==> src/common/fdc_pkg.sv <==
// Types shared by the MSX floppy cartridge blocks: the CPU access bundle,
// the drive-side bundles and the WD279x command, register and status codes.
package fdc_pkg;

   // One CPU access as presented by the cartridge slot
   typedef struct packed {
      logic [13:0] addr;
      logic [7:0]  data;
      logic        rd;
      logic        wr;
      logic        mreq;
   } host_bus_t;

   // Lines driven towards the floppy drive, dir high means towards the spindle
   typedef struct packed {
      logic step;
      logic dir;
      logic side;
      logic motor;
      logic sel_a;
      logic sel_b;
   } fdd_ctrl_t;

   // Lines coming back from the drive
   typedef struct packed {
      logic track0;
      logic wprot;
      logic disk_in;
   } fdd_stat_t;

   // Cartridge register layouts
   typedef enum logic {LAYOUT_PHILIPS, LAYOUT_NATIONAL} layout_e;

   typedef enum logic [1:0] {DRIVE_NONE, DRIVE_A, DRIVE_B} drive_sel_e;

   // Commands the core knows, decoded from the upper nibble of the command byte
   typedef enum logic [2:0] {
      CMD_RESTORE,
      CMD_SEEK,
      CMD_STEP,
      CMD_STEP_IN,
      CMD_STEP_OUT,
      CMD_FORCE_INT,
      CMD_UNSUPPORTED
   } fdc_cmd_e;

   // Controller register index, taken from the low address bits
   typedef enum logic [1:0] {REG_CMD_STATUS, REG_TRACK, REG_SECTOR, REG_DATA} fdc_reg_e;

   // Status register bit positions for type I commands
   localparam int ST_BUSY      = 0;
   localparam int ST_TRACK0    = 2;
   localparam int ST_SEEK_ERR  = 4;
   localparam int ST_WPROT     = 6;
   localparam int ST_NOT_READY = 7;

endpackage

==> src/verilog/fdc_io_decode.sv <==
// Memory-mapped decode of the floppy cartridge for the Philips and National layouts.
// Holds the side, drive and motor registers and builds the read data for the CPU.
module fdc_io_decode (
   input  logic               cpu_bus,
   input  logic               rst_n,
   input  fdc_pkg::host_bus_t host,
   input  fdc_pkg::layout_e   layout,
   input  logic [7:0]         fdc_dout,
   input  logic               intrq,
   input  logic               disk_in,
   output logic               fdc_sel,
   output logic [1:0]         reg_idx,
   output logic               drive_ready,
   output logic               side,
   output logic               motor,
   output logic               sel_a,
   output logic               sel_b,
   output logic [7:0]         data,
   output logic               data_oe_rq
);
   import fdc_pkg::*;

   logic       area_philips;
   logic       area_national;
   logic       dev_cs;
   logic       ctrl_wr;
   logic [7:0] side_reg;
   logic [7:0] drive_reg;
   drive_sel_e drive;

   // Philips maps eight bytes at the top of the page, National a 128 byte window
   assign area_philips  = (host.addr[13:3] == '1) && (layout == LAYOUT_PHILIPS);
   assign area_national = (host.addr[13:7] == '1) && (layout == LAYOUT_NATIONAL);
   assign dev_cs        = (area_philips || area_national) && host.mreq;

   // In both layouts addr[2] low selects the controller itself
   assign fdc_sel = dev_cs && !host.addr[2];
   assign ctrl_wr = dev_cs && host.addr[2] && host.wr;
   assign reg_idx = host.addr[1:0];

   assign sel_a = (drive == DRIVE_A);
   assign sel_b = (drive == DRIVE_B);

   // Only drive A is wired to the media, so ready needs it selected and spinning
   assign drive_ready = disk_in && motor && (drive == DRIVE_A);

   always_ff @(posedge cpu_bus) begin
      if (!rst_n) begin
         side_reg  <= 8'h00;
         drive_reg <= 8'h00;
         drive     <= DRIVE_A;
         side      <= 1'b0;
         motor     <= 1'b0;
      end else if (ctrl_wr) begin
         if (area_philips) begin
            case (host.addr[1:0])
               2'd0: begin
                  // Only bit 0 of the side register reaches the drive
                  side_reg <= host.data;
                  side     <= host.data[0];
               end
               2'd1: begin
                  // Drive register carries the select code and the motor bit
                  drive_reg <= host.data;
                  motor     <= host.data[7];
                  case (host.data[1:0])
                     2'd0, 2'd2: drive <= DRIVE_A;
                     2'd1:       drive <= DRIVE_B;
                     default:    drive <= DRIVE_NONE;
                  endcase
               end
               default: ;
            endcase
         end else begin
            // National packs drive code, side and motor into a single byte
            case (host.data[1:0])
               2'd1:    drive <= DRIVE_A;
               2'd2:    drive <= DRIVE_B;
               default: drive <= DRIVE_NONE;
            endcase
            side  <= host.data[2];
            motor <= host.data[3];
         end
      end
   end

   // Read path is combinational so data is valid in the same cycle as rd
   always_comb begin
      data       = 8'hFF;
      data_oe_rq = 1'b0;
      if (dev_cs && host.rd) begin
         if (!host.addr[2]) begin
            data       = fdc_dout;
            data_oe_rq = 1'b1;
         end else if (area_philips) begin
            case (host.addr[1:0])
               2'd0: begin
                  data       = side_reg;
                  data_oe_rq = 1'b1;
               end
               2'd1: begin
                  data       = drive_reg & 8'hFB;
                  data_oe_rq = 1'b1;
               end
               2'd3: begin
                  // Bit 7 stands for inverted DRQ and stays at 1 without data transfer
                  data       = {1'b1, ~intrq, 6'h3F};
                  data_oe_rq = 1'b1;
               end
               default: ;
            endcase
         end else begin
            data       = {intrq, 1'b1, 6'h3F};
            data_oe_rq = 1'b1;
         end
      end
   end

   // A controller write leaves the drive-control registers untouched
   a_ctrl_hold: assert property (@(posedge cpu_bus) disable iff (!rst_n)
      (fdc_sel && host.wr) |=> ($stable(side) && $stable(motor) && $stable(drive)));

endmodule

==> src/wd279x/wd279x_stepper.sv <==
// Step pulse generator for the drive head.
// Each request gives one step strobe, then STEP_CYCLES of settling before step_done.
module wd279x_stepper #(
   parameter int unsigned STEP_CYCLES = 8
) (
   input  logic cpu_bus,
   input  logic rst_n,
   input  logic step_req,
   input  logic step_dir,
   output logic step_done,
   output logic step,
   output logic dir
);

   localparam int unsigned CNT_W = (STEP_CYCLES > 1) ? $clog2(STEP_CYCLES) : 1;

   logic [CNT_W-1:0] cnt;
   logic             busy;

   always_ff @(posedge cpu_bus) begin
      if (!rst_n) begin
         busy      <= 1'b0;
         cnt       <= '0;
         step      <= 1'b0;
         step_done <= 1'b0;
         dir       <= 1'b0;
      end else begin
         // Both strobes last a single cycle
         step      <= 1'b0;
         step_done <= 1'b0;
         if (step_req && !busy) begin
            // Direction is held steady for the whole settling time
            busy <= 1'b1;
            step <= 1'b1;
            dir  <= step_dir;
            cnt  <= CNT_W'(STEP_CYCLES - 1);
         end else if (busy) begin
            if (cnt == '0) begin
               busy      <= 1'b0;
               step_done <= 1'b1;
            end else begin
               cnt <= cnt - 1'b1;
            end
         end
      end
   end

   // The requester has to wait for step_done before asking again
   a_no_overlap: assert property (@(posedge cpu_bus) disable iff (!rst_n)
      step_req |-> !busy);

endmodule

==> src/wd279x/wd279x_core.sv <==
// WD279x-style controller core limited to type I head positioning and force interrupt.
// Holds the track, sector, data and status registers and requests single steps
// from the stepper, one at a time.
module wd279x_core (
   input  logic               cpu_bus,
   input  logic               rst_n,
   input  logic               fdc_sel,
   input  logic [1:0]         reg_idx,
   input  fdc_pkg::host_bus_t host,
   input  logic               drive_ready,
   input  fdc_pkg::fdd_stat_t fdd_stat,
   input  logic               step_done,
   output logic               step_req,
   output logic               step_dir,
   output logic [7:0]         fdc_dout,
   output logic               intrq
);
   import fdc_pkg::*;

   typedef enum logic [1:0] {IDLE, PREP, STEP_WAIT, DONE} core_state_e;

   core_state_e state;
   fdc_cmd_e    cmd_q;
   fdc_cmd_e    cmd_dec;
   logic        u_q;
   logic [7:0]  track_q;
   logic [7:0]  sector_q;
   logic [7:0]  data_q;
   logic [7:0]  step_cnt;
   logic        seek_err;
   logic        dir_q;
   logic        step_pend;
   logic        busy;
   logic        cmd_wr;
   logic        fint_wr;
   logic        stat_rd;
   logic        need_step;
   logic        track_upd;
   logic [7:0]  status;

   assign cmd_wr  = fdc_sel && host.wr && (fdc_reg_e'(reg_idx) == REG_CMD_STATUS);
   assign stat_rd = fdc_sel && host.rd && (fdc_reg_e'(reg_idx) == REG_CMD_STATUS);
   assign fint_wr = cmd_wr && (cmd_dec == CMD_FORCE_INT);
   assign busy    = (state != IDLE);

   // Upper nibble picks the command, type II and III all fall into unsupported
   always_comb begin
      case (host.data[7:4])
         4'h0:       cmd_dec = CMD_RESTORE;
         4'h1:       cmd_dec = CMD_SEEK;
         4'h2, 4'h3: cmd_dec = CMD_STEP;
         4'h4, 4'h5: cmd_dec = CMD_STEP_IN;
         4'h6, 4'h7: cmd_dec = CMD_STEP_OUT;
         4'hD:       cmd_dec = CMD_FORCE_INT;
         default:    cmd_dec = CMD_UNSUPPORTED;
      endcase
   end

   // Whether the running command still wants another step, and which way
   always_comb begin
      need_step = 1'b0;
      step_dir  = dir_q;
      track_upd = 1'b0;
      case (cmd_q)
         CMD_RESTORE: begin
            // Give up after 255 steps without seeing track 0
            need_step = !fdd_stat.track0 && (step_cnt != 8'hFF);
            step_dir  = 1'b0;
         end
         CMD_SEEK: begin
            need_step = (track_q != data_q);
            step_dir  = (data_q > track_q);
            track_upd = 1'b1;
         end
         CMD_STEP: begin
            need_step = (step_cnt == 8'h00);
            track_upd = u_q;
         end
         CMD_STEP_IN: begin
            need_step = (step_cnt == 8'h00);
            step_dir  = 1'b1;
            track_upd = u_q;
         end
         CMD_STEP_OUT: begin
            need_step = (step_cnt == 8'h00);
            step_dir  = 1'b0;
            track_upd = u_q;
         end
         default: ;
      endcase
   end

   // A step left over from an interrupted command must finish before a new one
   assign step_req = (state == PREP) && need_step && !step_pend && !fint_wr;

   always_ff @(posedge cpu_bus) begin
      if (fdc_sel && host.wr) begin
         case (fdc_reg_e'(reg_idx))
            REG_SECTOR: sector_q <= host.data;
            REG_DATA:   data_q   <= host.data;
            default: ;
         endcase
      end
   end

   always_ff @(posedge cpu_bus) begin
      if (!rst_n) begin
         state     <= IDLE;
         cmd_q     <= CMD_RESTORE;
         u_q       <= 1'b0;
         track_q   <= 8'h00;
         step_cnt  <= 8'h00;
         seek_err  <= 1'b0;
         dir_q     <= 1'b0;
         step_pend <= 1'b0;
         intrq     <= 1'b0;
      end else begin
         if (fdc_sel && host.wr && (fdc_reg_e'(reg_idx) == REG_TRACK))
            track_q <= host.data;
         if (stat_rd || cmd_wr)
            intrq <= 1'b0;
         if (step_req)
            step_pend <= 1'b1;
         else if (step_done)
            step_pend <= 1'b0;

         if (fint_wr) begin
            // Force interrupt aborts whatever runs and flags completion at once
            state <= IDLE;
            intrq <= 1'b1;
         end else begin
            case (state)
               IDLE: begin
                  if (cmd_wr) begin
                     cmd_q    <= cmd_dec;
                     u_q      <= host.data[4];
                     step_cnt <= 8'h00;
                     seek_err <= (cmd_dec == CMD_UNSUPPORTED);
                     state    <= (cmd_dec == CMD_UNSUPPORTED) ? DONE : PREP;
                  end
               end
               PREP: begin
                  if (need_step) begin
                     if (step_req) begin
                        step_cnt <= step_cnt + 8'd1;
                        dir_q    <= step_dir;
                        if (track_upd)
                           track_q <= step_dir ? track_q + 8'd1 : track_q - 8'd1;
                        state <= STEP_WAIT;
                     end
                  end else begin
                     // Restore always leaves track 0 in the register
                     if (cmd_q == CMD_RESTORE) begin
                        track_q  <= 8'h00;
                        seek_err <= !fdd_stat.track0;
                     end
                     state <= DONE;
                  end
               end
               STEP_WAIT: begin
                  if (step_done)
                     state <= PREP;
               end
               default: begin
                  // intrq rises on the same edge that drops busy
                  intrq <= 1'b1;
                  state <= IDLE;
               end
            endcase
         end
      end
   end

   // Drive lines are passed through live, the error bit is latched
   always_comb begin
      status               = 8'h00;
      status[ST_BUSY]      = busy;
      status[ST_TRACK0]    = fdd_stat.track0;
      status[ST_SEEK_ERR]  = seek_err;
      status[ST_WPROT]     = fdd_stat.wprot;
      status[ST_NOT_READY] = ~drive_ready;
   end

   always_comb begin
      case (fdc_reg_e'(reg_idx))
         REG_CMD_STATUS: fdc_dout = status;
         REG_TRACK:      fdc_dout = track_q;
         REG_SECTOR:     fdc_dout = sector_q;
         default:        fdc_dout = data_q;
      endcase
   end

   // Every completion from the stepper answers a request this core made
   a_done_has_req: assert property (@(posedge cpu_bus) disable iff (!rst_n)
      step_done |-> step_pend);

endmodule

==> src/verilog/msx_fdc.sv <==
// Top level of the MSX disk cartridge floppy interface.
// Joins the address decoder, the WD279x core and the head stepper.
module msx_fdc #(
   parameter int unsigned STEP_CYCLES = 8
) (
   input  logic               cpu_bus,
   input  logic               rst_n,
   input  fdc_pkg::host_bus_t host,
   input  fdc_pkg::layout_e   layout,
   input  fdc_pkg::fdd_stat_t fdd_stat,
   output fdc_pkg::fdd_ctrl_t fdd_ctrl,
   output logic [7:0]         data,
   output logic               data_oe_rq
);

   logic       fdc_sel;
   logic [1:0] reg_idx;
   logic       drive_ready;
   logic       side;
   logic       motor;
   logic       sel_a;
   logic       sel_b;
   logic [7:0] fdc_dout;
   logic       intrq;
   logic       step_req;
   logic       step_dir;
   logic       step_done;
   logic       step;
   logic       dir;

   fdc_io_decode i_fdc_io_decode (
      .cpu_bus     (cpu_bus),
      .rst_n       (rst_n),
      .host        (host),
      .layout      (layout),
      .fdc_dout    (fdc_dout),
      .intrq       (intrq),
      .disk_in     (fdd_stat.disk_in),
      .fdc_sel     (fdc_sel),
      .reg_idx     (reg_idx),
      .drive_ready (drive_ready),
      .side        (side),
      .motor       (motor),
      .sel_a       (sel_a),
      .sel_b       (sel_b),
      .data        (data),
      .data_oe_rq  (data_oe_rq)
   );

   wd279x_core i_wd279x_core (
      .cpu_bus     (cpu_bus),
      .rst_n       (rst_n),
      .fdc_sel     (fdc_sel),
      .reg_idx     (reg_idx),
      .host        (host),
      .drive_ready (drive_ready),
      .fdd_stat    (fdd_stat),
      .step_done   (step_done),
      .step_req    (step_req),
      .step_dir    (step_dir),
      .fdc_dout    (fdc_dout),
      .intrq       (intrq)
   );

   // Step timing is only known here and is handed down to the stepper
   wd279x_stepper #(
      .STEP_CYCLES (STEP_CYCLES)
   ) i_wd279x_stepper (
      .cpu_bus   (cpu_bus),
      .rst_n     (rst_n),
      .step_req  (step_req),
      .step_dir  (step_dir),
      .step_done (step_done),
      .step      (step),
      .dir       (dir)
   );

   // Drive-side bundle
   assign fdd_ctrl = '{step: step, dir: dir, side: side, motor: motor,
                       sel_a: sel_a, sel_b: sel_b};

endmodule

==> config.mk <==
export PLATFORM = sky130hd
export DESIGN_NAME = msx_fdc
export DESIGN_NICKNAME = d
export VERILOG_FILES = /design/src/common/fdc_pkg.sv /design/src/verilog/fdc_io_decode.sv /design/src/wd279x/wd279x_stepper.sv /design/src/wd279x/wd279x_core.sv /design/src/verilog/msx_fdc.sv
export SDC_FILE = /design/constraint.sdc
export NUM_CORES = 1
export LEC_CHECK = 0
export ABC_AREA = 1
export BUFFER_PORTS_ARGS = -buffer_cell sky130_fd_sc_hd__buf_2
export CORE_MARGIN = 1
export CORE_UTILIZATION = 50
export CTS_CLUSTER_DIAMETER = 60
export CTS_CLUSTER_SIZE = 16
export DETAILED_ROUTE_END_ITERATION = 7
export GPL_TIMING_DRIVEN = 0
export PLACE_DENSITY = 0.79
export SYNTH_ARGS = -nofsm -noshare
export SYNTH_HDL_FRONTEND = slang
export SYNTH_SLANG_ARGS = --single-unit
export TNS_END_PERCENT = 50
==> constraint.sdc <==
create_clock -name cpu_bus -period 3.2 [get_ports cpu_bus]
set_input_delay 0.64 -clock cpu_bus [delete_from_list [all_inputs] [get_ports cpu_bus]]
set_output_delay 0.64 -clock cpu_bus [all_outputs]
set_load 0.02 [all_outputs]
# Word-level counts from Yosys, hierarchy flattened
# Memory sizes are Yosys's and may differ from the RTL's.
# Index checks and enable logic that the tools add are counted.
[totals] register_bits=69 wordCells=174 inputBits=31 memories=1 romBits=48
[mem_list] memory="(name not given)" depth=16 width=3 rd=1 rd_ports_with_merged_regs=0 write_ports=0 line_no="wd279x_core.sv:48" text="case (host.data[7:4])"
[op_classes] mux=55 addsub=4 eq_ne=30 magnitude_cmp=1 n_reduce_logical=56 n_bitwise=6
[ops] op="8-bit two-way mux" n=14
[ops] op="8-bit one-hot mux with 3 select lines" n=2
[ops] op="1-bit two-way mux" n=21
[ops] op="1-bit logical AND" n=20
[ops] op="8-bit by 1-bit adder with 8-bit output (second input constant)" n=2
[ops] op="8-bit one-hot mux with 2 select lines" n=1
[ops] op="2-bit two-way mux" n=7
[ops] op="3-bit AND reduction" n=4
[ops] op="3-bit OR reduction" n=4
[ops] op="11-bit == test (second input constant)" n=1
[ops] op="2-bit == test (second input constant)" n=5
[ops] op="2-bit by 1-bit inequality test with 1-bit output (second input constant)" n=5
[ops] op="2-bit AND reduction" n=5
[ops] op="5-bit AND reduction" n=2
[ops] op="3-bit == test (second input constant)" n=3
[ops] op="3-bit two-way mux" n=3
[ops] op="2-bit by 1-bit == test with 1-bit output (second input constant)" n=4
[ops] op="8-bit > comparator" n=1
[ops] op="8-bit zero test" n=1
[ops] op="2-bit inequality test (second input constant)" n=4
[ops] op="8-bit inequality test" n=1
[ops] op="8-bit inequality test (second input constant)" n=1
[ops] op="2-bit one-hot mux with 2 select lines" n=2
[ops] op="2-bit nonzero test" n=4
[ops] op="other kinds (17)" n=35

# Longest topological paths before layout
# Gate-level depths: netlist (run 1).
[logic_depth] word_depth=14 depth_mapped=21 mapped_depth_nobuf=21

# Modules after synthesis
# A second synthesis (run 1) with hierarchy kept.
[unflattened] cells_unflattened=646 hier_area_um2=4390.5
[modules_own_cells] module="wd279x_core" seq_area_each_um2=1001.0 cells_per_inst=390 area_each_um2=2758.9 n_inst=1
[modules_own_cells] module="fdc_io_decode" seq_area_each_um2=380.4 cells_per_inst=210 area_each_um2=1283.7 n_inst=1
[modules_own_cells] module="wd279x_stepper" seq_area_each_um2=140.1 cells_per_inst=40 area_each_um2=302.8 n_inst=1
[modules_own_cells] module="msx_fdc" seq_area_each_um2=0.0 cells_per_inst=6 area_each_um2=45.0 n_inst=1

# Least setup slack after synthesis (run 1)
# OpenSTA, ideal clock, no wires.
[synth_path] path_type="reg2reg" startpoint="register i_wd279x_core.data_q[7]" endpoint="register i_wd279x_core.track_q[6]" n_path_buf=0 period_less_slack_ps=2582 stages_incl_launch_ff=20 arrival_ps=2523 slack_ps=618 t_required_ps=3141 path_cell_list="edfxtp_1 -> ha_1 -> nand2_1 -> nor2_1 -> nand2_1 -> nand2_1 -> inv_1 -> nand2_1 -> nand2_1 -> nand2_1 -> inv_1 -> fa_1 -> inv_1 -> nand4_1 -> nand3_1 -> xor2_1 -> nand4_1 -> nand3_1 -> nand2_1 -> nand2_1"
[synth_between] word_cells_on_any_way=13 cone_classes="1 x order compare; 1 x eq/ne; 8 x mux; 3 x reduce/logical"
[synth_rtl] item="from (decl)" line_no="wd279x_core.sv:28" text="logic [7:0] data_q;"
[synth_rtl] item="from (signal assigned)" line_no="wd279x_core.sv:100" text="REG_DATA: data_q <= host.data;"
[synth_rtl] item="8-bit > comparator" line_no="wd279x_core.sv:72" text="step_dir = (data_q > track_q);"
[synth_rtl] item="1-bit one-hot mux with 3 select lines" line_no="wd279x_core.sv:64" text="case (cmd_q)"
[synth_rtl] item="via i_wd279x_core.step_dir" line_no="wd279x_core.sv:14" text="output logic step_dir,"
[synth_rtl] item="8-bit two-way mux" line_no="wd279x_core.sv:148" text="track_q <= step_dir ? track_q + 8'd1 : track_q - 8'd1;"
[synth_rtl] item="8-bit two-way mux" line_no="wd279x_core.sv:147" text="if (track_upd)"
[synth_rtl] item="8-bit two-way mux" line_no="wd279x_core.sv:144" text="if (step_req) begin"
[synth_rtl] item="8-bit two-way mux" line_no="wd279x_core.sv:143" text="if (need_step) begin"
[synth_rtl] item="8-bit two-way mux" line_no="wd279x_core.sv:132" text="case (state)"
[synth_rtl] item="8-bit two-way mux" line_no="wd279x_core.sv:127" text="if (fint_wr) begin"
[synth_rtl] item="to (signal assigned)" line_no="wd279x_core.sv:119" text="track_q <= host.data;"
[synth_rtl] item="to (signal assigned)" line_no="wd279x_core.sv:148"
[synth_rtl] item="to (decl)" line_no="wd279x_core.sv:26" text="logic [7:0] track_q;"
# The timed path passes the listed nets, and every way through them passes these cells.
# A chain may end at the register's enable or synchronous reset.

# Final worst setup path (run 1)
[layout_path] startpoint="register i_wd279x_core.track_q[1]" endpoint="register i_wd279x_core.track_q[6]"
[layout_between] word_cells_on_any_way=15 cone_classes="2 x add/sub; 1 x order compare; 1 x eq/ne; 8 x mux; 3 x reduce/logical"
[layout_rtl] item="8-bit > comparator" line_no="wd279x_core.sv:72"
[layout_rtl] item="1-bit one-hot mux with 3 select lines" line_no="wd279x_core.sv:64"
[layout_rtl] item="via i_wd279x_core.step_dir" line_no="wd279x_core.sv:14"
[layout_rtl] item="8-bit two-way mux" line_no="wd279x_core.sv:148"
[layout_rtl] item="8-bit two-way mux" line_no="wd279x_core.sv:147"
[layout_rtl] item="8-bit two-way mux" line_no="wd279x_core.sv:144"
[layout_rtl] item="8-bit two-way mux" line_no="wd279x_core.sv:143"
[layout_rtl] item="8-bit two-way mux" line_no="wd279x_core.sv:132"
[layout_rtl] item="8-bit two-way mux" line_no="wd279x_core.sv:127"
# The timed path passes the listed nets, and every way through them passes these cells.

==> impl_metrics.csv, run 1 <==
group,metric,value,unit
global_route,grt-ovfl-total,0,
job,drv_cap,0,
pwr,swShare,35.1,%
timing,timing.final.hold_violations,0,
placement,routabilityCongestion,0.946,
global_route,antenna_found_initial,0,
synthesis,yosysMostFrequentCell,"nand2_1",
clock_network,cts-buffers-inserted,9,
synthesis,syn_area,0.00425,mm^2
die,die_height,94.2,um
critical_path,r2r.worst_path.cells,20,
critical_path,crit_arrival,3.21,ns
synthesis,syn_inst,563,
synthesis,synthSimpleGateAreaFrac,29.6,%
timing,skew,0.0123,ns
clock_network,h-tree-depth,3,
placement,hpwlAfterDp,8.50,mm
detailed_routing,vias,4156,
synthesis,synth.top_cells.by_count,"120 x nand2_1, 66 x inv_1, 52 x dfxtp_1, 51 x nor2_1, 39 x a21oi_1",
detailed_routing,routed.top_layer,"met4",
global_route,grt_max_degree,15,
timing,holdWs,0.449,ns
synthesis,synth_compound_area_share,18.2,%
global_route,grt_util_all_layers,26.1,%
critical_path,worstPathCellList,"inv_1 -> ha_1 -> nand2_1 -> nor2_2 -> nand2_1 -> nand2_1 -> inv_1 -> nand2_1 -> nand2_1 -> nand2_4 -> inv_1 -> fa_1 -> inv_1 -> nand4_1 -> nand3_1 -> xor2_1 -> nand4_1 -> nand3_1 -> nand2_1 -> nand2_1",
die,core,0.00822,mm^2
critical_path,crit_path_end_kind,"flop",
clock_network,clock_latency,0.36,ns
critical_path,crit_type,"flop to flop",
synthesis,ys.flop_type,"dfxtp_1",
finish,area_growth,13.4,%
clock_network,clk_pin_slew,0.08,ns
synthesis,yosysWarnings,0,
detailed_routing,drt_wl_total,10.9,mm
pwr,pwr_density_cell,452,mW/mm^2
detailed_routing,postRouteAntennaNets,0,
critical_path,critPathLaunch,"i_wd279x_core.track_q[1]$_SDFF_PN0_",
timing,finalCriticalPeriod,2.91,ns
timing,worst_slew_pin_slew,1.29,ns
die,start_util,51.8,%
pwr,p_int,1.41,mW
clock_network,post_cts.repair.setup_buffers,0,
pwr,combPwrFrac,23.5,%
detailed_routing,via_per_inst,5.70,
critical_path,critPathMaxFanout,9,
pwr,switchingPower,0.766,mW
synthesis,synthArstFlopShare,0,%
min_path,holdCritPathClass,"flop to flop",
timing,maxSlewViolCount,0,
die,pin_count,46,
detailed_routing,dr.pass1.iters,5,
finish,fin_util,58.7,%
global_route,grt_pass1_wl,17.7,mm
timing,rsz0062_at_grt,"no",
synthesis,synth-xor-area-share,1.85,%
finish,finalNetCount,670,
pwr,vdd_ir_drop_max,0.410,mV
finish,drive_gt1_share,20.0,%
die,die-area,0.00888,mm^2
clock_network,cts.sinks,68,
clock_network,cts_root_buffer,"clkbuf_8",
die,die_x,94.2,um
synthesis,synth_top_family_by_area,"simple AND/OR/NAND/NOR gates",
synthesis,synthMuxAreaShare,0,%
synthesis,synth_adder_area_share,6.06,%
critical_path,worstPathRequired,3.50,ns
status,status,"finished, final reports clean",
detailed_routing,route.met3.wl,992,um
synthesis,synth-seq-cells,68,
timing,setup_viol,0,
synthesis,synth_top_cell_area_share,24.5,%
finish,n_antenna_cell,0,
detailed_routing,routedWlPerCell,15.0,um
critical_path,cp_slowest_cell,"fa_1",
critical_path,r2r_start,"i_wd279x_core.track_q[1]$_SDFF_PN0_",
placement,io_buffers,45,
timing,finalWorstSetupSlack,0.286,ns
pwr,power.leakage,2.10,nW
critical_path,cp-start-kind,"flop",
synthesis,syn_avg_cell_area,7.55,um^2
synthesis,yosysSeqAreaShare,35.8,%
die,num_rows,33,
clock_network,clockBufferDepth,2,
detailed_routing,met2_length,4.95,mm
clock_network,cts_tree,"done",
critical_path,slowest_delay,0.46,ns
critical_path,cpMostUsedCell,"nand2_1",
synthesis,ys_types,47,
synthesis,synth_nets,614,
pwr,power_frac_clock,33.0,%
timing,timing.fmax,0.343,GHz
synthesis,synthTopCellsByArea,"dfxtp_1 24%, edfxtp_1 11%, nand2_1 11%",
min_path,min-delay-start,"i_wd279x_stepper.busy$_SDFF_PN0_",
timing,fin_tns_setup,0,ns
min_path,min_path_cells,2,
pwr,pwr-share-seq,43.5,%
timing,slew_headroom,13.7,%
finish,layoutNonFillerInstCount,729,
detailed_routing,met1Wirelength,4.75,mm
placement,dp_slack,0.0793,ns
global_route,grt_pass1_vias,3795,
synthesis,synth-edff-count,16,
timing,fin_crit_sh,91.1,%
synthesis,yosysTopAreaCell,"dfxtp_1",
detailed_routing,post-route-drc-count,0,
detailed_routing,first_iter_violations,327,
clock_network,postCtsHoldBufs,0,
placement,dp.cells,713,
-- power by group through the flow --
| stage | Sequential (mW) | Combinational, mW | Clock, mW |
|---|---|---|---|
| 6_report | 0.948 | 0.513 | 0.718 |
| 5_1_grt | 0.954 | 0.561 | 0.763 |
| 4_1_cts | 0.947 | 0.504 | 0.727 |
| 3_5_place_dp | 0.967 | 0.501 | 0 |
| 3_3_place_gp | 0.965 | 0.484 | 0 |
| 2_1_floorplan | 0.958 | 0.373 | 0 |
-- per-layer routing --
| layer | GRT usage [%] | vias to the layer above |
|---|---|---|
| li1 | - | 2020 |
| met2 | 42.0 | 186 |
| met3 | 5.10 | 28 |
| met5 | 0 | - |
| met1 | 34.1 | 1922 |
| met4 | 10.4 | 0 |
-- path summary, 6_finish.rpt --
| kind | slack (ns) | endpoint |
|---|---|---|
| setup reg to reg | 0.29 | i_wd279x_core.track_q[6]$_SDFF_PN0_ |
| hold reg to reg | 0.45 | i_wd279x_stepper.step_done$_SDFF_PP0_ |
| hold / removal | 0.45 | i_wd279x_stepper.step_done$_SDFF_PP0_ |
| setup / recovery | 0.29 | i_wd279x_core.track_q[6]$_SDFF_PN0_ |
-- placed cells by master (no fill, tap or decap), types with 2 or more instances in the layout --
cell type	netlist	final
nor2_4	6	6
nor2_2	7	8
nand4_1	6	6
nand2_2	6	6
clkbuf_8	0	9
nor3_4	3	3
buf_6	2	2
nand2_4	4	5
buf_1	2	2
a21oi_2	10	10
nor2_1	51	50
a311oi_1	3	3
nand3_2	6	6
inv_6	0	3
a21oi_1	39	39
nor3_1	4	4
nand2_1	120	119
xnor2_1	3	3
inv_1	66	66
o211ai_1	7	7
nand3_1	33	33
o21bai_1	2	2
dfxtp_1	52	51
o21ai_0	34	34
clkbuf_1	4	4
o21ai_1	6	6
inv_2	6	6
o221ai_1	7	7
buf_4	6	6
a211oi_1	3	3
xor2_1	6	6
a31oi_1	6	6
ha_1	19	19
edfxtp_1	16	16
a221oi_1	4	4
buf_2	0	45
-- cell families (layout without fill, tap and decap cells) --
| logic type | after synthesis | after routing |
|---|---|---|
| buf+inv | 87 | 148 |
| fa+ha+maj | 20 | 20 |
| xor+xnor | 9 | 9 |
| compound gates | 126 | 126 |
| simple gates | 253 | 253 |
| flops | 68 | 68 |
-- per-stage QoR --
step,power [mW],instance area [um^2]
2_1_floorplan,1.33,4250
3_3_place_gp,1.45,4610
3_5_place_dp,1.47,4610
4_1_cts,2.18,4810
5_1_grt,2.28,4820
6_report,2.18,4820
-- critical path: cells and delay by family, from the launching register on --
family | cells | cell delay [ns]
AND/OR/NAND/NOR | 13 | 1.14
adder cells (fa/ha/maj) | 2 | 0.76
flip-flops | 1 | 0.41
buffers and inverters | 4 | 0.36
XOR/XNOR | 1 | 0.19
-- timing repair --
item | in CTS | in global routing
setup endpoints to repair | 0 | 3
gates resized for setup | 0 | 4
endpoints found under the hold margin | 0 | 0
-- cell type report --
| class | count | area [um^2] |
|---|---|---|
| Sequential cell | 68 | 1520 |
| Clock inverter | 6 | 51.3 |
| Inverter | 73 | 274 |
| Buffer | 14 | 90.1 |
| Timing Repair Buffer | 45 | 225 |
| Fill cell | 760 | 3400 |
| Tap cell | 105 | 131 |
| Multi-Input combinational cell | 408 | 2380 |
| Clock buffer | 10 | 149 |
No activity file was read; power rests on OpenSTA's default activity.
==> run 2: changes to the inputs <==
--- a/config.mk
+++ b/config.mk
@@ -13,6 +13,7 @@
 export CTS_CLUSTER_SIZE = 16
 export DETAILED_ROUTE_END_ITERATION = 7
 export GPL_TIMING_DRIVEN = 0
+export MAX_ROUTING_LAYER = met4
 export PLACE_DENSITY = 0.79
 export SYNTH_ARGS = -nofsm -noshare
 export SYNTH_HDL_FRONTEND = slang
==> constraint.sdc (replaced) <==
create_clock -name cpu_bus -period 3.65 [get_ports cpu_bus]
set_input_delay 0.73 -clock cpu_bus [delete_from_list [all_inputs] [get_ports cpu_bus]]
set_output_delay 0.73 -clock cpu_bus [all_outputs]
set_load 0.02 [all_outputs]
==> impl_metrics.csv, run 2 (synthesized netlist as in run 1, its figures left out) <==
group,metric,value,unit
status,status,"finished, final reports clean",
finish,final_common_cell,"nand2_1",
timing,timing.final.hold_violations,0,
placement,hpwlAfterDp,8.47,mm
global_route,grt_pass1_wl,17.8,mm
detailed_routing,routedWlPerCell,15.1,um
timing,finalCriticalPeriod,3.18,ns
die,die_height,94.2,um
die,start_util,51.8,%
detailed_routing,via_per_inst,5.61,
global_route,grt_util_all_layers,27.2,%
global_route,use_met3,6.39,%
critical_path,crit_family,"simple AND/OR/NAND/NOR gates",
clock_network,clockBufferDepth,2,
min_path,min_path_cells,2,
min_path,holdCritPathClass,"flop to flop",
critical_path,worstPathRequired,3.94,ns
finish,regArea,0.00152,mm^2
critical_path,r2r.worst_path.cells,20,
clock_network,h-tree-depth,3,
placement,dp_slack,0.544,ns
clock_network,post_cts_resized,0,
die,die_x,94.2,um
clock_network,cts_tree,"done",
detailed_routing,vias,4088,
detailed_routing,drt_wl_total,11.0,mm
timing,setup_viol,0,
global_route,antenna_found_initial,0,
timing,fin_tns_setup,0,ns
timing,finalWorstSetupSlack,0.469,ns
timing,slew_headroom,22.0,%
global_route,grt_max_degree,14,
timing,fin_crit_sh,87.2,%
timing,rsz0062_at_grt,"no",
clock_network,post_cts.repair.setup_buffers,0,
clock_network,cts_root_buffer,"clkbuf_8",
critical_path,cp_slowest_cell,"fa_1",
finish,layout_common_cells,"120 x nand2_1, 66 x inv_1, 52 x dfxtp_1",
critical_path,crit_arrival,3.47,ns
critical_path,regToRegSetupSlack,0.47,ns
pwr,pwr_density_cell,396,mW/mm^2
die,core,0.00822,mm^2
finish,finalNetCount,670,
critical_path,cp-start-kind,"flop",
critical_path,slowest_delay,0.48,ns
placement,io_buffers,45,
global_route,met1_usage,35.0,%
critical_path,critPathMaxFanout,9,
detailed_routing,dr.pass1.iters,5,
clock_network,cts-buffers-inserted,9,
critical_path,crit_type,"flop to flop",
finish,nFillCells,770,
die,pin_count,46,
pwr,vdd_ir_drop_max,0.263,mV
finish,fin_util,58.5,%
critical_path,cp.depth,20,
job,drv_cap,0,
die,num_rows,33,
global_route,grt-ovfl-total,0,
clock_network,postCtsHoldBufs,0,
critical_path,cpMostUsedCell,"nand2_1",
global_route,use_met2,41.5,%
pwr,power.leakage,2.09,nW
detailed_routing,post-route-drc-count,0,
detailed_routing,postRouteAntennaNets,0,
timing,maxSlewViolCount,0,
finish,area_growth,13.0,%
clock_network,clk_pin_slew,0.08,ns
clock_network,clock_latency,0.35,ns
detailed_routing,first_iter_violations,359,
critical_path,critPathBufInv,4,
global_route,grt_busiest_layer,"met2",
placement,routabilityCongestion,0.975,
timing,skew,0.0137,ns
timing,worst_slew_pin_slew,1.16,ns
global_route,grt_pass1_vias,3743,
timing,timing.fmax,0.314,GHz
clock_network,cts.sinks,68,
critical_path,crit_path_end_kind,"flop",
finish,n_antenna_cell,0,
finish,drive_gt1_share,19.4,%
finish,multi_input_area,0.00237,mm^2
die,die-area,0.00888,mm^2
critical_path,worstPathCellList,"inv_1 -> ha_1 -> nand2_1 -> nor2_1 -> nand2_1 -> nand2_1 -> inv_1 -> nand2_1 -> nand2_1 -> nand2_1 -> inv_1 -> fa_1 -> inv_1 -> nand4_1 -> nand3_1 -> xor2_1 -> nand4_1 -> nand3_1 -> nand2_1 -> nand2_1",
run 2: cell count changes in the layout (fill, tap and decap cells not counted), sizes merged:
cell,before,now
bufinv,0,1
clkbuf,14,13
clkinv,1,3
inv,77,75
run 2: final cells by class:
cell class	instances	area share (%)
multi-input combinational	408	49.3
sequential	68	31.7
inverter	73	5.70
timing repair buffer	45	4.69
tap	105	2.73
clock buffer	9	2.58
buffer	14	1.87
clock inverter	7	1.51
run 2: tightest hold or removal path: stages (launching register included):
cell and delay (ns):
dfxtp_1 0.32, nand2_1 0.06, nor2_1 0.04
run 2: metrics by stage:
stage	power, mW	cells	hold slack [ns]	area [um^2]
2_1_floorplan	1.17	563	0.429	4250
3_3_place_gp	1.27	713	0.442	4610
3_5_place_dp	1.28	713	0.449	4610
4_1_cts	1.90	729	0.457	4810
5_1_grt	1.99	729	0.479	4810
6_report	1.91	729	0.453	4810
run 2: metal layers:
metal  wire [um]  vias up
li1            -     2010
met1        4810     1860
met2        4880      191
met3        1000       27
met4         286        0
met5           0        -
run 2: report_power, final:
part / internal, mW / switching, mW / total (mW)
logic: 0.135 / 0.308 / 0.443
registers: 0.803 / 0.0269 / 0.830
clock network: 0.319 / 0.313 / 0.633
run 2: final timing paths:
path / end / startpoint
setup / recovery: i_wd279x_core.track_q[6]$_SDFF_PN0_ / i_wd279x_core.track_q[2]$_SDFF_PN0_
hold / removal: i_wd279x_stepper.step_done$_SDFF_PP0_ / i_wd279x_stepper.busy$_SDFF_PN0_
setup reg to reg: i_wd279x_core.track_q[6]$_SDFF_PN0_ / i_wd279x_core.track_q[2]$_SDFF_PN0_
hold reg to reg: i_wd279x_stepper.step_done$_SDFF_PP0_ / i_wd279x_stepper.busy$_SDFF_PN0_
==> run 3: changes to the inputs <==
--- a/config.mk
+++ b/config.mk
@@ -8,13 +8,13 @@
 export ABC_AREA = 1
 export BUFFER_PORTS_ARGS = -buffer_cell sky130_fd_sc_hd__buf_2
 export CORE_MARGIN = 1
-export CORE_UTILIZATION = 50
+export CORE_UTILIZATION = 55
 export CTS_CLUSTER_DIAMETER = 60
 export CTS_CLUSTER_SIZE = 16
 export DETAILED_ROUTE_END_ITERATION = 7
 export GPL_TIMING_DRIVEN = 0
 export MAX_ROUTING_LAYER = met4
-export PLACE_DENSITY = 0.79
+export PLACE_DENSITY = 0.84
 export SYNTH_ARGS = -nofsm -noshare
 export SYNTH_HDL_FRONTEND = slang
 export SYNTH_SLANG_ARGS = --single-unit
==> impl_metrics.csv, run 3 (synthesized netlist as in run 1, its figures left out) <==
group,metric,value,unit
timing,timing.final.hold_violations,0,
timing,worst_slew_pin_slew,1.28,ns
clock_network,cts-buffers-inserted,9,
placement,placed_area,0.00460,mm^2
detailed_routing,routedWlPerCell,15.3,um
critical_path,r2r_start,"i_wd279x_core.track_q[3]$_SDFF_PN0_",
detailed_routing,post-route-drc-count,0,
clock_network,post_cts.repair.setup_buffers,0,
clock_network,clockBufferDepth,2,
placement,io_buffers,45,
pwr,power.leakage,2.10,nW
clock_network,h-tree-depth,3,
critical_path,crit_type,"flop to flop",
global_route,grt_util_all_layers,29.3,%
critical_path,critPathLaunch,"i_wd279x_core.track_q[3]$_SDFF_PN0_",
timing,fin_crit_sh,88.0,%
detailed_routing,met1Wirelength,4.82,mm
job,drv_cap,0,
critical_path,worstPathRequired,3.95,ns
detailed_routing,route.met3.wl,931,um
finish,drive_gt1_share,19.6,%
timing,finalCriticalPeriod,3.21,ns
critical_path,timing.critical_path.to,"i_wd279x_core.track_q[6]$_SDFF_PN0_",
clock_network,post_cts_resized,0,
die,start_util,57.7,%
timing,rsz0062_at_grt,"no",
die,die_height,89.9,um
critical_path,crit_path_end_kind,"flop",
clock_network,clock_latency,0.36,ns
finish,n_antenna_cell,0,
min_path,holdCritPathClass,"flop to flop",
placement,hpwlAfterDp,8.44,mm
global_route,antenna_found_initial,0,
finish,finalNetCount,670,
clock_network,cts_root_buffer,"clkbuf_8",
pwr,pwr_density_cell,394,mW/mm^2
timing,slew_headroom,13.8,%
critical_path,cp-start-kind,"flop",
timing,fin_tns_setup,0,ns
global_route,grt_pass1_wl,18.3,mm
timing,setup_viol,0,
die,die_x,89.9,um
detailed_routing,first_iter_violations,418,
critical_path,r2r_end,"i_wd279x_core.track_q[6]$_SDFF_PN0_",
timing,maxSlewViolCount,0,
finish,final_cell_area,0.00480,mm^2
die,die-area,0.00809,mm^2
detailed_routing,drt_wl_total,11.0,mm
timing,timing.fmax,0.311,GHz
finish,final_common_cell,"nand2_1",
detailed_routing,met2_length,5.03,mm
critical_path,regToRegSetupSlack,0.44,ns
clock_network,postCtsHoldBufs,0,
pwr,vdd_ir_drop_max,0.400,mV
critical_path,r2r.worst_path.cells,20,
detailed_routing,routed.top_layer,"met4",
detailed_routing,via_per_inst,5.79,
global_route,grt_max_degree,14,
detailed_routing,vias,4189,
global_route,grt_pass1_vias,3840,
placement,routabilityCongestion,1.00,
die,pin_count,46,
finish,area_growth,12.8,%
clock_network,cts_tree,"done",
global_route,grt-ovfl-total,0,
clock_network,clk_pin_slew,0.08,ns
finish,layout_common_cells,"120 x nand2_1, 66 x inv_1, 52 x dfxtp_1",
detailed_routing,postRouteAntennaNets,0,
timing,skew,0.0102,ns
critical_path,crit_arrival,3.51,ns
die,num_rows,31,
detailed_routing,dr.pass1.iters,5,
critical_path,critPathMaxFanout,9,
pwr,power.total,1.89,mW
clock_network,cts.sinks,68,
status,status,"finished, final reports clean",
die,core,0.00737,mm^2
run 3: where the power goes:
part / total [mW] / switching [mW] / internal, mW
clock network: 0.613 / 0.322 / 0.291
registers: 0.831 / 0.0282 / 0.803
logic: 0.444 / 0.310 / 0.135
total: 1.89 / 0.660 / 1.23
run 3: worst max-delay path, stage by stage, from the launching register on:
cell and delay (ns):
dfxtp_1 0.39, inv_1 0.07, ha_1 0.30, nand2_1 0.07
nor2_1 0.21, nand2_1 0.09, nand2_1 0.09, inv_1 0.04
nand2_1 0.05, nand2_1 0.06, nand2_1 0.30, inv_1 0.20
fa_1 0.50, inv_1 0.10, nand4_1 0.10, nand3_1 0.11
xor2_1 0.17, nand4_1 0.10, nand3_1 0.09, nand2_1 0.05
nand2_1 0.05
run 3: how the worst min path moves through the flow:
stage,slack [ns],cells after the start,endpoint,start
2_1_floorplan,0.43,2,i_wd279x_stepper.step_done$_SDFF_PP0_,i_wd279x_stepper.busy$_SDFF_PN0_
3_3_place_gp,0.44,2,i_wd279x_stepper.step_done$_SDFF_PP0_,i_wd279x_stepper.busy$_SDFF_PN0_
3_5_place_dp,0.45,2,i_wd279x_stepper.step_done$_SDFF_PP0_,i_wd279x_stepper.busy$_SDFF_PN0_
4_1_cts,0.46,2,i_wd279x_stepper.step_done$_SDFF_PP0_,i_wd279x_stepper.busy$_SDFF_PN0_
5_1_grt,0.49,2,i_wd279x_stepper.step_done$_SDFF_PP0_,i_wd279x_stepper.busy$_SDFF_PN0_
6_report,0.46,2,i_wd279x_stepper.step_done$_SDFF_PP0_,i_wd279x_stepper.busy$_SDFF_PN0_
run 3: cell type report:
| type | instances | area [um^2] |
|---|---|---|
| inverter | 73 | 274 |
| clock inverter | 6 | 45.0 |
| fill | 636 | 2570 |
| sequential | 68 | 1520 |
| multi-input combinational | 408 | 2370 |
| buffer | 14 | 90.1 |
| timing repair buffer | 45 | 225 |
| tap | 99 | 124 |
| clock buffer | 10 | 149 |
run 3: routing by layer:
metal	global-route usage (%)	vias up
met3	6.51	29
met2	44.9	202
met1	38.0	1945
met4	10.6	0
li1	-	2013
met5	-	-
run 3: per-stage QoR:
step	utilization, %	instances	hold slack [ns]	setup WS, ns
3_3_place_gp	62.4	707	0.442	0.569
3_5_place_dp	62.4	707	0.446	0.562
5_1_grt	65.1	723	0.489	0.107
2_1_floorplan	-	563	0.429	1.07
6_report	65.1	723	0.459	0.440
4_1_cts	65.1	723	0.461	0.492
